==> src/common/decode_params.svh <==
`ifndef DECODE_PARAMS_SVH
`define DECODE_PARAMS_SVH

// Instruction and register data width
`define DATA_WIDTH 32

// Primary opcode field
`define OPCODE_WIDTH 6

// Register file address, 32 entries
`define REG_ADDR_WIDTH 5

`endif
==> src/common/ctrl_pkg.sv <==
`default_nettype none

package ctrl_pkg;

  // Execute stage controls
  typedef struct packed {
    logic       reg_dst;
    logic       alu_src;
    logic [1:0] alu_op;
  } ex_ctrl_t;

  // Memory stage controls
  typedef struct packed {
    logic mem_read;
    logic mem_write;
    logic branch;
  } mem_ctrl_t;

  // Writeback controls, alu_result low selects load data
  typedef struct packed {
    logic reg_write;
    logic alu_result;
  } wb_ctrl_t;

  // Load/store access size
  typedef enum logic [1:0] {
    WORD = 2'b00,
    BYTE = 2'b01,
    HALF = 2'b10
  } mem_size_t;

endpackage

`default_nettype wire

==> src/common/isa_pkg.sv <==
`default_nettype none

`include "decode_params.svh"

package isa_pkg;

  //////////////////////////////////////////////////
  // Opcodes
  //////////////////////////////////////////////////
  typedef enum logic [`OPCODE_WIDTH-1:0] {
    R_TYPE = 6'b000000,
    LW     = 6'b100011,
    LWU    = 6'b100111,
    LB     = 6'b100000,
    LBU    = 6'b100100,
    LH     = 6'b100001,
    LHU    = 6'b100101,
    SW     = 6'b101011,
    SB     = 6'b101000,
    SH     = 6'b101001,
    BEQ    = 6'b000100,
    BNE    = 6'b000101,
    ADDI   = 6'b001000,
    ANDI   = 6'b001100,
    ORI    = 6'b001101,
    XORI   = 6'b001110,
    LUI    = 6'b001111,
    SLTI   = 6'b001010,
    J      = 6'b000010,
    JAL    = 6'b000011,
    NOP    = 6'b111000,
    HALT   = 6'b111111
  } opcode_t;

  //////////////////////////////////////////////////
  // Instruction field positions
  //////////////////////////////////////////////////
  localparam int unsigned OP_HI   = 31;
  localparam int unsigned OP_LO   = 26;
  localparam int unsigned RS_HI   = 25;
  localparam int unsigned RS_LO   = 21;
  localparam int unsigned RT_HI   = 20;
  localparam int unsigned RT_LO   = 16;
  localparam int unsigned RD_HI   = 15;
  localparam int unsigned RD_LO   = 11;
  localparam int unsigned IMM_HI  = 15;
  localparam int unsigned IMM_LO  = 0;
  localparam int unsigned JIDX_HI = 25;
  localparam int unsigned JIDX_LO = 0;

endpackage

`default_nettype wire

==> src/hw/decode_top.sv <==
`timescale 1ns/100ps
`default_nettype none

`include "decode_params.svh"

module decode_top
  import isa_pkg::*;
  import ctrl_pkg::*;
(
  input  wire logic                       i_clk,
  input  wire logic                       i_arst_n,
  input  wire logic [`DATA_WIDTH-1:0]     i_instr,
  input  wire logic [`DATA_WIDTH-1:0]     i_pc,
  input  wire logic                       i_instr_valid,
  input  wire logic                       i_stall,
  input  wire logic                       i_flush,
  input  wire logic                       i_wb_we,
  input  wire logic [`REG_ADDR_WIDTH-1:0] i_wb_addr,
  input  wire logic [`DATA_WIDTH-1:0]     i_wb_data,
  output ex_ctrl_t                        o_ex,
  output mem_ctrl_t                       o_mem,
  output wb_ctrl_t                        o_wb,
  output mem_size_t                       o_sizemem,
  output logic                            o_signedmem,
  output logic                            o_beq_or_bne,
  output logic      [`DATA_WIDTH-1:0]     o_rs_data,
  output logic      [`DATA_WIDTH-1:0]     o_rt_data,
  output logic      [`DATA_WIDTH-1:0]     o_imm,
  output logic      [`REG_ADDR_WIDTH-1:0] o_wr_reg,
  output logic      [`DATA_WIDTH-1:0]     o_pc,
  output logic                            o_valid,
  output logic                            o_halted,
  output logic                            o_jump,
  output logic      [`DATA_WIDTH-1:0]     o_jump_target
);

  logic [`DATA_WIDTH-1:0]     if_instr;
  logic [`DATA_WIDTH-1:0]     if_pc;
  logic                       if_valid;
  ex_ctrl_t                   ctl_ex;
  mem_ctrl_t                  ctl_mem;
  wb_ctrl_t                   ctl_wb;
  mem_size_t                  ctl_sizemem;
  logic                       ctl_signedmem;
  logic                       ctl_beq_or_bne;
  logic [`DATA_WIDTH-1:0]     imm;
  logic [`REG_ADDR_WIDTH-1:0] rs_addr;
  logic [`REG_ADDR_WIDTH-1:0] rt_addr;
  logic [`REG_ADDR_WIDTH-1:0] wr_reg;
  logic [`DATA_WIDTH-1:0]     rs_data;
  logic [`DATA_WIDTH-1:0]     rt_data;
  logic                       opcode_halt;

  assign opcode_halt = (if_instr[OP_HI:OP_LO] == HALT);

  //////////////////////////////////////////////////
  // IF/ID
  //////////////////////////////////////////////////
  fetch_latch fetch_latch_inst (
    .i_clk    (i_clk),
    .i_arst_n (i_arst_n),
    .i_instr  (i_instr),
    .i_pc     (i_pc),
    .i_valid  (i_instr_valid),
    .i_stall  (i_stall),
    .i_flush  (i_flush),
    .o_instr  (if_instr),
    .o_pc     (if_pc),
    .o_valid  (if_valid)
  );

  //////////////////////////////////////////////////
  // Decode
  //////////////////////////////////////////////////
  main_control main_control_inst (
    .i_instr      (if_instr),
    .o_ex         (ctl_ex),
    .o_mem        (ctl_mem),
    .o_wb         (ctl_wb),
    .o_sizemem    (ctl_sizemem),
    .o_signedmem  (ctl_signedmem),
    .o_beq_or_bne (ctl_beq_or_bne)
  );

  operand_decode operand_decode_inst (
    .i_instr       (if_instr),
    .i_pc          (if_pc),
    .i_valid       (if_valid),
    .o_imm         (imm),
    .o_rs_addr     (rs_addr),
    .o_rt_addr     (rt_addr),
    .o_wr_reg      (wr_reg),
    .o_jump        (o_jump),
    .o_jump_target (o_jump_target)
  );

  reg_file reg_file_inst (
    .i_clk     (i_clk),
    .i_arst_n  (i_arst_n),
    .i_rs_addr (rs_addr),
    .i_rt_addr (rt_addr),
    .i_we      (i_wb_we),
    .i_wr_addr (i_wb_addr),
    .i_wr_data (i_wb_data),
    .o_rs_data (rs_data),
    .o_rt_data (rt_data)
  );

  //////////////////////////////////////////////////
  // ID/EX
  //////////////////////////////////////////////////
  id_ex_reg id_ex_reg_inst (
    .i_clk         (i_clk),
    .i_arst_n      (i_arst_n),
    .i_stall       (i_stall),
    .i_valid       (if_valid),
    .i_opcode_halt (opcode_halt),
    .i_ex          (ctl_ex),
    .i_mem         (ctl_mem),
    .i_wb          (ctl_wb),
    .i_sizemem     (ctl_sizemem),
    .i_signedmem   (ctl_signedmem),
    .i_beq_or_bne  (ctl_beq_or_bne),
    .i_rs_data     (rs_data),
    .i_rt_data     (rt_data),
    .i_imm         (imm),
    .i_wr_reg      (wr_reg),
    .i_pc          (if_pc),
    .o_ex          (o_ex),
    .o_mem         (o_mem),
    .o_wb          (o_wb),
    .o_sizemem     (o_sizemem),
    .o_signedmem   (o_signedmem),
    .o_beq_or_bne  (o_beq_or_bne),
    .o_rs_data     (o_rs_data),
    .o_rt_data     (o_rt_data),
    .o_imm         (o_imm),
    .o_wr_reg      (o_wr_reg),
    .o_pc          (o_pc),
    .o_valid       (o_valid),
    .o_halted      (o_halted)
  );

endmodule

`default_nettype wire

==> src/hw/id_ex_reg.sv <==
`timescale 1ns/100ps
`default_nettype none

`include "decode_params.svh"

module id_ex_reg
  import ctrl_pkg::*;
(
  input  wire logic                       i_clk,
  input  wire logic                       i_arst_n,
  input  wire logic                       i_stall,
  input  wire logic                       i_valid,
  input  wire logic                       i_opcode_halt,
  input  wire ex_ctrl_t                   i_ex,
  input  wire mem_ctrl_t                  i_mem,
  input  wire wb_ctrl_t                   i_wb,
  input  wire mem_size_t                  i_sizemem,
  input  wire logic                       i_signedmem,
  input  wire logic                       i_beq_or_bne,
  input  wire logic [`DATA_WIDTH-1:0]     i_rs_data,
  input  wire logic [`DATA_WIDTH-1:0]     i_rt_data,
  input  wire logic [`DATA_WIDTH-1:0]     i_imm,
  input  wire logic [`REG_ADDR_WIDTH-1:0] i_wr_reg,
  input  wire logic [`DATA_WIDTH-1:0]     i_pc,
  output ex_ctrl_t                        o_ex,
  output mem_ctrl_t                       o_mem,
  output wb_ctrl_t                        o_wb,
  output mem_size_t                       o_sizemem,
  output logic                            o_signedmem,
  output logic                            o_beq_or_bne,
  output logic      [`DATA_WIDTH-1:0]     o_rs_data,
  output logic      [`DATA_WIDTH-1:0]     o_rt_data,
  output logic      [`DATA_WIDTH-1:0]     o_imm,
  output logic      [`REG_ADDR_WIDTH-1:0] o_wr_reg,
  output logic      [`DATA_WIDTH-1:0]     o_pc,
  output logic                            o_valid,
  output logic                            o_halted
);

  logic take;

  // Anything not taken enters as a bubble
  assign take = i_valid && !i_stall && !o_halted;

  //////////////////////////////////////////////////
  // Control and halt state
  //////////////////////////////////////////////////
  always_ff @(posedge i_clk or negedge i_arst_n) begin
    if (!i_arst_n) begin
      o_ex         <= '0;
      o_mem        <= '0;
      o_wb         <= '0;
      o_sizemem    <= WORD;
      o_signedmem  <= 1'b0;
      o_beq_or_bne <= 1'b0;
      o_valid      <= 1'b0;
      o_halted     <= 1'b0;
    end else begin
      o_ex         <= take ? i_ex : '0;
      o_mem        <= take ? i_mem : '0;
      o_wb         <= take ? i_wb : '0;
      o_sizemem    <= take ? i_sizemem : WORD;
      o_signedmem  <= take && i_signedmem;
      o_beq_or_bne <= take && i_beq_or_bne;
      o_valid      <= take;
      // Sticky until reset
      o_halted     <= o_halted || (take && i_opcode_halt);
    end
  end

  // Operands
  always_ff @(posedge i_clk) begin
    o_rs_data <= i_rs_data;
    o_rt_data <= i_rt_data;
    o_imm     <= i_imm;
    o_wr_reg  <= i_wr_reg;
    o_pc      <= i_pc;
  end

endmodule

`default_nettype wire

==> src/hw/reg_file.sv <==
`timescale 1ns/100ps
`default_nettype none

`include "decode_params.svh"

module reg_file (
  input  wire logic                       i_clk,
  input  wire logic                       i_arst_n,
  input  wire logic [`REG_ADDR_WIDTH-1:0] i_rs_addr,
  input  wire logic [`REG_ADDR_WIDTH-1:0] i_rt_addr,
  input  wire logic                       i_we,
  input  wire logic [`REG_ADDR_WIDTH-1:0] i_wr_addr,
  input  wire logic [`DATA_WIDTH-1:0]     i_wr_data,
  output logic      [`DATA_WIDTH-1:0]     o_rs_data,
  output logic      [`DATA_WIDTH-1:0]     o_rt_data
);

  localparam int unsigned NUM_REGS = 2 ** `REG_ADDR_WIDTH;

  logic [`DATA_WIDTH-1:0] regs [NUM_REGS];

  always_ff @(posedge i_clk or negedge i_arst_n) begin
    if (!i_arst_n) begin
      for (int i = 0; i < NUM_REGS; i++) begin
        regs[i] <= '0;
      end
    end else if (i_we && (i_wr_addr != '0)) begin
      regs[i_wr_addr] <= i_wr_data;
    end
  end

  // r0 reads zero, otherwise a same-cycle write is bypassed
  assign o_rs_data = (i_rs_addr == '0)                ? '0 :
                     (i_we && (i_wr_addr == i_rs_addr)) ? i_wr_data : regs[i_rs_addr];
  assign o_rt_data = (i_rt_addr == '0)                ? '0 :
                     (i_we && (i_wr_addr == i_rt_addr)) ? i_wr_data : regs[i_rt_addr];

endmodule

`default_nettype wire

==> src/decode/operand_decode.sv <==
`timescale 1ns/100ps
`default_nettype none

`include "decode_params.svh"

module operand_decode
  import isa_pkg::*;
(
  input  wire logic [`DATA_WIDTH-1:0]     i_instr,
  input  wire logic [`DATA_WIDTH-1:0]     i_pc,
  input  wire logic                       i_valid,
  output logic      [`DATA_WIDTH-1:0]     o_imm,
  output logic      [`REG_ADDR_WIDTH-1:0] o_rs_addr,
  output logic      [`REG_ADDR_WIDTH-1:0] o_rt_addr,
  output logic      [`REG_ADDR_WIDTH-1:0] o_wr_reg,
  output logic                            o_jump,
  output logic      [`DATA_WIDTH-1:0]     o_jump_target
);

  localparam int unsigned IMM_W = IMM_HI - IMM_LO + 1;

  opcode_t                opcode;
  logic [IMM_W-1:0]       imm;
  logic [`DATA_WIDTH-1:0] pc_plus4;

  assign opcode   = opcode_t'(i_instr[OP_HI:OP_LO]);
  assign imm      = i_instr[IMM_HI:IMM_LO];
  assign pc_plus4 = i_pc + `DATA_WIDTH'(4);

  // Logical immediates zero-extend, LUI shifts to the upper half
  always_comb begin
    case (opcode)
      ANDI, ORI, XORI: o_imm = {{(`DATA_WIDTH-IMM_W){1'b0}}, imm};
      LUI:             o_imm = {imm, {(`DATA_WIDTH-IMM_W){1'b0}}};
      default:         o_imm = {{(`DATA_WIDTH-IMM_W){imm[IMM_W-1]}}, imm};
    endcase
  end

  assign o_rs_addr = i_instr[RS_HI:RS_LO];
  assign o_rt_addr = i_instr[RT_HI:RT_LO];
  assign o_wr_reg  = (opcode == R_TYPE) ? i_instr[RD_HI:RD_LO] : i_instr[RT_HI:RT_LO];

  //////////////////////////////////////////////////
  // Early jump resolution
  //////////////////////////////////////////////////
  assign o_jump        = i_valid && ((opcode == J) || (opcode == JAL));
  assign o_jump_target = {pc_plus4[`DATA_WIDTH-1 -: 4], i_instr[JIDX_HI:JIDX_LO], 2'b00};

endmodule

`default_nettype wire

==> src/decode/main_control.sv <==
`timescale 1ns/100ps
`default_nettype none

`include "decode_params.svh"

module main_control
  import isa_pkg::*;
  import ctrl_pkg::*;
(
  input  wire logic [`DATA_WIDTH-1:0] i_instr,
  output ex_ctrl_t                    o_ex,
  output mem_ctrl_t                   o_mem,
  output wb_ctrl_t                    o_wb,
  output mem_size_t                   o_sizemem,
  output logic                        o_signedmem,
  output logic                        o_beq_or_bne
);

  opcode_t opcode;

  assign opcode = opcode_t'(i_instr[OP_HI:OP_LO]);

  //////////////////////////////////////////////////
  // Stage control fields
  //////////////////////////////////////////////////
  always_comb begin
    o_ex         = '0;
    o_mem        = '0;
    o_wb         = '0;
    o_beq_or_bne = 1'b0;
    case (opcode)
      R_TYPE: begin
        o_ex  = 4'b1010;
        o_wb  = 2'b11;
      end
      LW, LWU, LB, LBU, LH, LHU: begin
        o_ex  = 4'b0100;
        o_mem = 3'b100;
        o_wb  = 2'b10;
      end
      SW, SB, SH: begin
        o_ex  = 4'b0100;
        o_mem = 3'b010;
      end
      BEQ, BNE: begin
        o_ex         = 4'b0001;
        o_mem        = 3'b001;
        // High selects equal compare
        o_beq_or_bne = (opcode == BEQ);
      end
      ADDI, ANDI, ORI, XORI, LUI, SLTI: begin
        o_ex  = 4'b0111;
        o_wb  = 2'b11;
      end
      NOP, HALT: begin
        o_ex  = 4'b0011;
      end
      // J, JAL and undefined opcodes stay all zero
      default: begin
        o_ex  = '0;
      end
    endcase
  end

  //////////////////////////////////////////////////
  // Memory access size and sign
  //////////////////////////////////////////////////
  always_comb begin
    o_sizemem   = WORD;
    o_signedmem = 1'b0;
    case (opcode)
      LW: begin
        o_signedmem = 1'b1;
      end
      LB: begin
        o_sizemem   = BYTE;
        o_signedmem = 1'b1;
      end
      LH: begin
        o_sizemem   = HALF;
        o_signedmem = 1'b1;
      end
      LBU, SB: o_sizemem = BYTE;
      LHU, SH: o_sizemem = HALF;
      default: o_sizemem = WORD;
    endcase
  end

endmodule

`default_nettype wire

==> src/decode/fetch_latch.sv <==
`timescale 1ns/100ps
`default_nettype none

`include "decode_params.svh"

module fetch_latch
  import isa_pkg::*;
(
  input  wire logic                   i_clk,
  input  wire logic                   i_arst_n,
  input  wire logic [`DATA_WIDTH-1:0] i_instr,
  input  wire logic [`DATA_WIDTH-1:0] i_pc,
  input  wire logic                   i_valid,
  input  wire logic                   i_stall,
  input  wire logic                   i_flush,
  output logic      [`DATA_WIDTH-1:0] o_instr,
  output logic      [`DATA_WIDTH-1:0] o_pc,
  output logic                        o_valid
);

  // NOP with all operand fields zero
  localparam logic [`DATA_WIDTH-1:0] NOP_INSTR = {NOP, {(`DATA_WIDTH-`OPCODE_WIDTH){1'b0}}};

  // Flush takes priority over stall
  always_ff @(posedge i_clk or negedge i_arst_n) begin
    if (!i_arst_n) begin
      o_instr <= NOP_INSTR;
      o_valid <= 1'b0;
    end else if (i_flush) begin
      o_instr <= NOP_INSTR;
      o_valid <= 1'b0;
    end else if (!i_stall) begin
      o_instr <= i_instr;
      o_valid <= i_valid;
    end
  end

  always_ff @(posedge i_clk) begin
    if (!i_stall) begin
      o_pc <= i_pc;
    end
  end

endmodule

`default_nettype wire

==> config.mk <==
export PLATFORM = sky130hd
export DESIGN_NAME = decode_top
export DESIGN_NICKNAME = d
export VERILOG_FILES = /design/src/common/ctrl_pkg.sv /design/src/common/isa_pkg.sv /design/src/hw/decode_top.sv /design/src/hw/id_ex_reg.sv /design/src/hw/reg_file.sv /design/src/decode/operand_decode.sv /design/src/decode/main_control.sv /design/src/decode/fetch_latch.sv
export VERILOG_INCLUDE_DIRS = /design/src /design/src/common
export SDC_FILE = /design/constraint.sdc
export NUM_CORES = 2
export LEC_CHECK = 0
export ABC_AREA = 0
export BUFFER_PORTS_ARGS = -buffer_cell sky130_fd_sc_hd__buf_4
export CAP_MARGIN = 30
export CORE_MARGIN = 3
export CORE_UTILIZATION = 25
export CTS_BUF_LIST = sky130_fd_sc_hd__clkbuf_8
export CTS_CLUSTER_DIAMETER = 120
export CTS_CLUSTER_SIZE = 14
export DETAILED_ROUTE_END_ITERATION = 16
export GPL_ROUTABILITY_DRIVEN = 1
export GPL_TIMING_DRIVEN = 0
export PLACE_DENSITY_LB_ADDON = 0.3
export SYNTH_ARGS = -nofsm -noshare
export SYNTH_HDL_FRONTEND = slang
export SYNTH_SLANG_ARGS = --single-unit
==> constraint.sdc <==
create_clock -name i_clk -period 2.7 [get_ports i_clk]
set_input_delay 0.405 -clock i_clk [delete_from_list [all_inputs] [get_ports i_clk]]
set_output_delay 0.405 -clock i_clk [all_outputs]
set_load 0.01 [all_outputs]
==> metrics <==
Die Width between 400 and 500 µm; Worst Reg-to-Reg Cells 9; Leak between 30 and 40 nW; die area between 200,000 and 250,000 µm²; Synth warnings 0; run status finished, violations left; CTS Buf Count 100; post-route ant nets 0; RD Place Congestion 0.8687; crit path max fanout 2; internal power between 30 and 40 mW; DRC 0; core area 241,000 µm²; CP Class reg2out; I/O Pins 288; Reg-to-Reg End id_ex_reg_inst.o_rt_data[28]; P per Cell Area 617.3 nW/µm²; RSZ-0062 raised after global routing yes; hold_ws -567.9 ps; Final Cell Area approximately 73,000 µm²; Rows 180; WP data arrival ~2400 ps; Net Sw Frac roughly 30%; port bufs approximately 280; Synth area leader dfrtp_1; failing checks negative hold slack, negative setup slack; Worst R2R Start fetch_latch_inst.o_instr[17]; relative slew slack 27.17%; Logic pwr share between 20% and 30%; initial antenna violation count 26; Detailed Place HPWL between 150,000 and 200,000 µm; worst-skew pair later-pin latency approximately 950 ps; Final Cycle Share 104.2%; type of origin of the critical path flip-flop; placed cell area 68,850 µm²; Post-synth ARST share 86.66%; Setup crit end kind output pin; WP data required between 2000 and 2500 ps; sequential cell area fraction in the yosys report 50.14%; Worst Tran Pin Value about 1100 ps; final worst path period need ~2800 ps; Flop pwr share between 50% and 60%; CTS HTree Levels 3; Clock transition at path regs 100 ps; Biggest register reg_file_inst.regs; min setup slack post-route -113.1 ps; clk buf depth 3; CTS tree done; First-pass DRT Iterations 7; first-pass GRT wire length between 300,000 and 400,000 µm; area delta synth->final 19.81%; grt ovf 0; hold buffer count at cts 100; Via-to-Cell Ratio around 5.2; Unique masters post-synth 57; Finished Core Util around 30%; HP Class in2async; Post-Route WL ~240,000 µm; vias in the first global route around 43,000; max reg flops around 1,000; Max Freq 355.5 MHz; Die Ht ~500 µm; Psw between 10 and 15 mW; share of layout cells above drive strength 1 45.22%; fin nets about 4,800; routed len/inst slightly above 30 µm; maximum VDD drop between 300 and 400 µV; Mapped Area slightly above 60,000 µm²; post-synth top area share about 44%; Post-synth EDFFs 32; R2R Setup Slk 0 ps; clock sinks 1,237; synthesis-stage register bit count 1,237; max-slew violations 0; clk_skew around 76 ps; Final setup viols 6; initial cell density of the core 25.20%; Main synth FF type dfrtp_1; Final Hold Vio Count about 120; Global Route Usage Sum 18.95%; CTS root buf clkbuf_8; Avg Inst Size Synth approximately 15 µm²; top cells by area, synth dfrtp_1 44%, mux2_2 18%, mux4_2 14%; pin count of the biggest net entering global routing 170; max cap viols 0; Post-Synthesis Cells 4,129; Initial DRC Count ~4,000; DR vias between 40,000 and 50,000; clock share of power 23.5%
## what timing repair did
item,4_1_cts,5_1_grt
pin swaps,10,11
hold endpoints to repair,283,122
setup buffers,2,2
setup endpoints to repair,70,188
gates resized for setup,263,64
cloned,0,1
## worst max-delay path by stage
stage               cells past startpoint                         start  slack [ps]                           end
global placement                        1                      i_arst_n      -12350        id_ex_reg_inst.o_ex[0]
global route                            6      fetch_latch_inst.o_pc[2]        -310             o_jump_target[31]
CTS                                     6      fetch_latch_inst.o_pc[2]        -200             o_jump_target[31]
detailed placement                      9  fetch_latch_inst.o_instr[21]       -1230  id_ex_reg_inst.o_rs_data[10]
floorplan                               5                       i_stall         360        id_ex_reg_inst.o_ex[0]
finish                                  6      fetch_latch_inst.o_pc[2]        -110             o_jump_target[30]
## stage by stage
step | TNS [ps] | std cells | power (mW) | setup slack (ps)
finish | -268.1 | 8012 | 44.92 | -113.1
global route | -865.0 | 7999 | 47.00 | -307.8
CTS | -565.6 | 7992 | 45.24 | -196.4
detailed placement | -238970 | 7713 | 34.26 | -1228
global placement | - | 7592 | 33.61 | -12350
floorplan | 0 | 4130 | 30.28 | 361.1
## placed cells by master (no fill, tap or decap), types with 7 or more instances in the layout
cell           Yosys  layout
dfrtp_1         1069    1063
mux2_2           949     949
mux4_2           382     382
buf_4             39     346
mux2i_1          290     290
clkbuf_1         278     194
dfxtp_1          133     133
a21oi_1          128     122
a22o_1           124     119
buf_8              0     109
clkbuf_8           0     107
dlygate4sd3_1      0     100
inv_1              9      75
a22oi_1           64      64
o221ai_1          64      64
o22ai_1           63      63
nor2_1            59      59
buf_1             60      55
mux2_1            52      52
clkbuf_2           0      50
buf_2             96      43
buf_6             15      37
a2111oi_2         45      36
edfxtp_1          32      32
nand2_1           26      25
clkbuf_4           0      22
nor2b_1           21      21
buf_16             0      21
a2111oi_4          0      20
diode_2            0      17
a21o_1            15      15
nand3b_1           9       9
buf_12             0       9
xor2_1             9       9
nand4_1            8       8
nand3_1            8       7
## cells in the mapped netlist, types with 63 or more instances
cell type / number
dfrtp_1: 1069
mux2_2: 949
mux4_2: 382
mux2i_1: 290
clkbuf_1: 278
dfxtp_1: 133
a21oi_1: 128
a22o_1: 124
buf_2: 96
a22oi_1: 64
o221ai_1: 64
o22ai_1: 63
## final cells by class
cell class / count / area [µm²]
plain buffers: 484 / 2814
flip-flops and latches: 1237 / 30460
multi-input cells: 2396 / 28450
fillers: 24170 / 168200
diodes: 17 / 42.54
clock buffers: 106 / 1459
well taps: 3185 / 3985
repair buffers: 504 / 5200
inverters: 9 / 33.78
clock inverters: 74 / 316.6
## power by group through the flow
stage / clock network [mW] / logic, mW / registers (mW)
after floorplan: 0 / 6.66 / 23.6
final: 10.6 / 10.4 / 23.9
after CTS: 11.0 / 10.4 / 23.9
after detailed placement: 0 / 10.0 / 24.2
after global placement: 0 / 9.60 / 24.0
after global routing: 11.6 / 11.1 / 24.3
## critical path: stages (launching register included)
cell and delay (ps):
edfxtp_1 360, nand4_1 160, nor4_4 350, nand4_1 180, buf_4 180, xnor2_2 140
buf_4 150
## metal layers
metal,wire [µm],GRT usage [%],vias to the layer above
met3,16300,3.598,513
met2,110800,29.87,1826
li1,-,-,17020
met4,12990,9.398,4
met1,101400,24.90,22580
met5,31,0,-
## logic make-up (layout without fill, tap and decap cells)
group           after synthesis  count (layout)  synth area share [%]
compound gates              538             538                 7.009
flops                      1237            1237                 50.14
other cells                   1              19              0.006175
buf+inv                     497            1177                 3.696
mux                        1673            1673                 37.51
simple gates                169             169                 1.436
xor+xnor                     14              14                0.2019
Note: power is estimated with default switching activity, not from simulation.
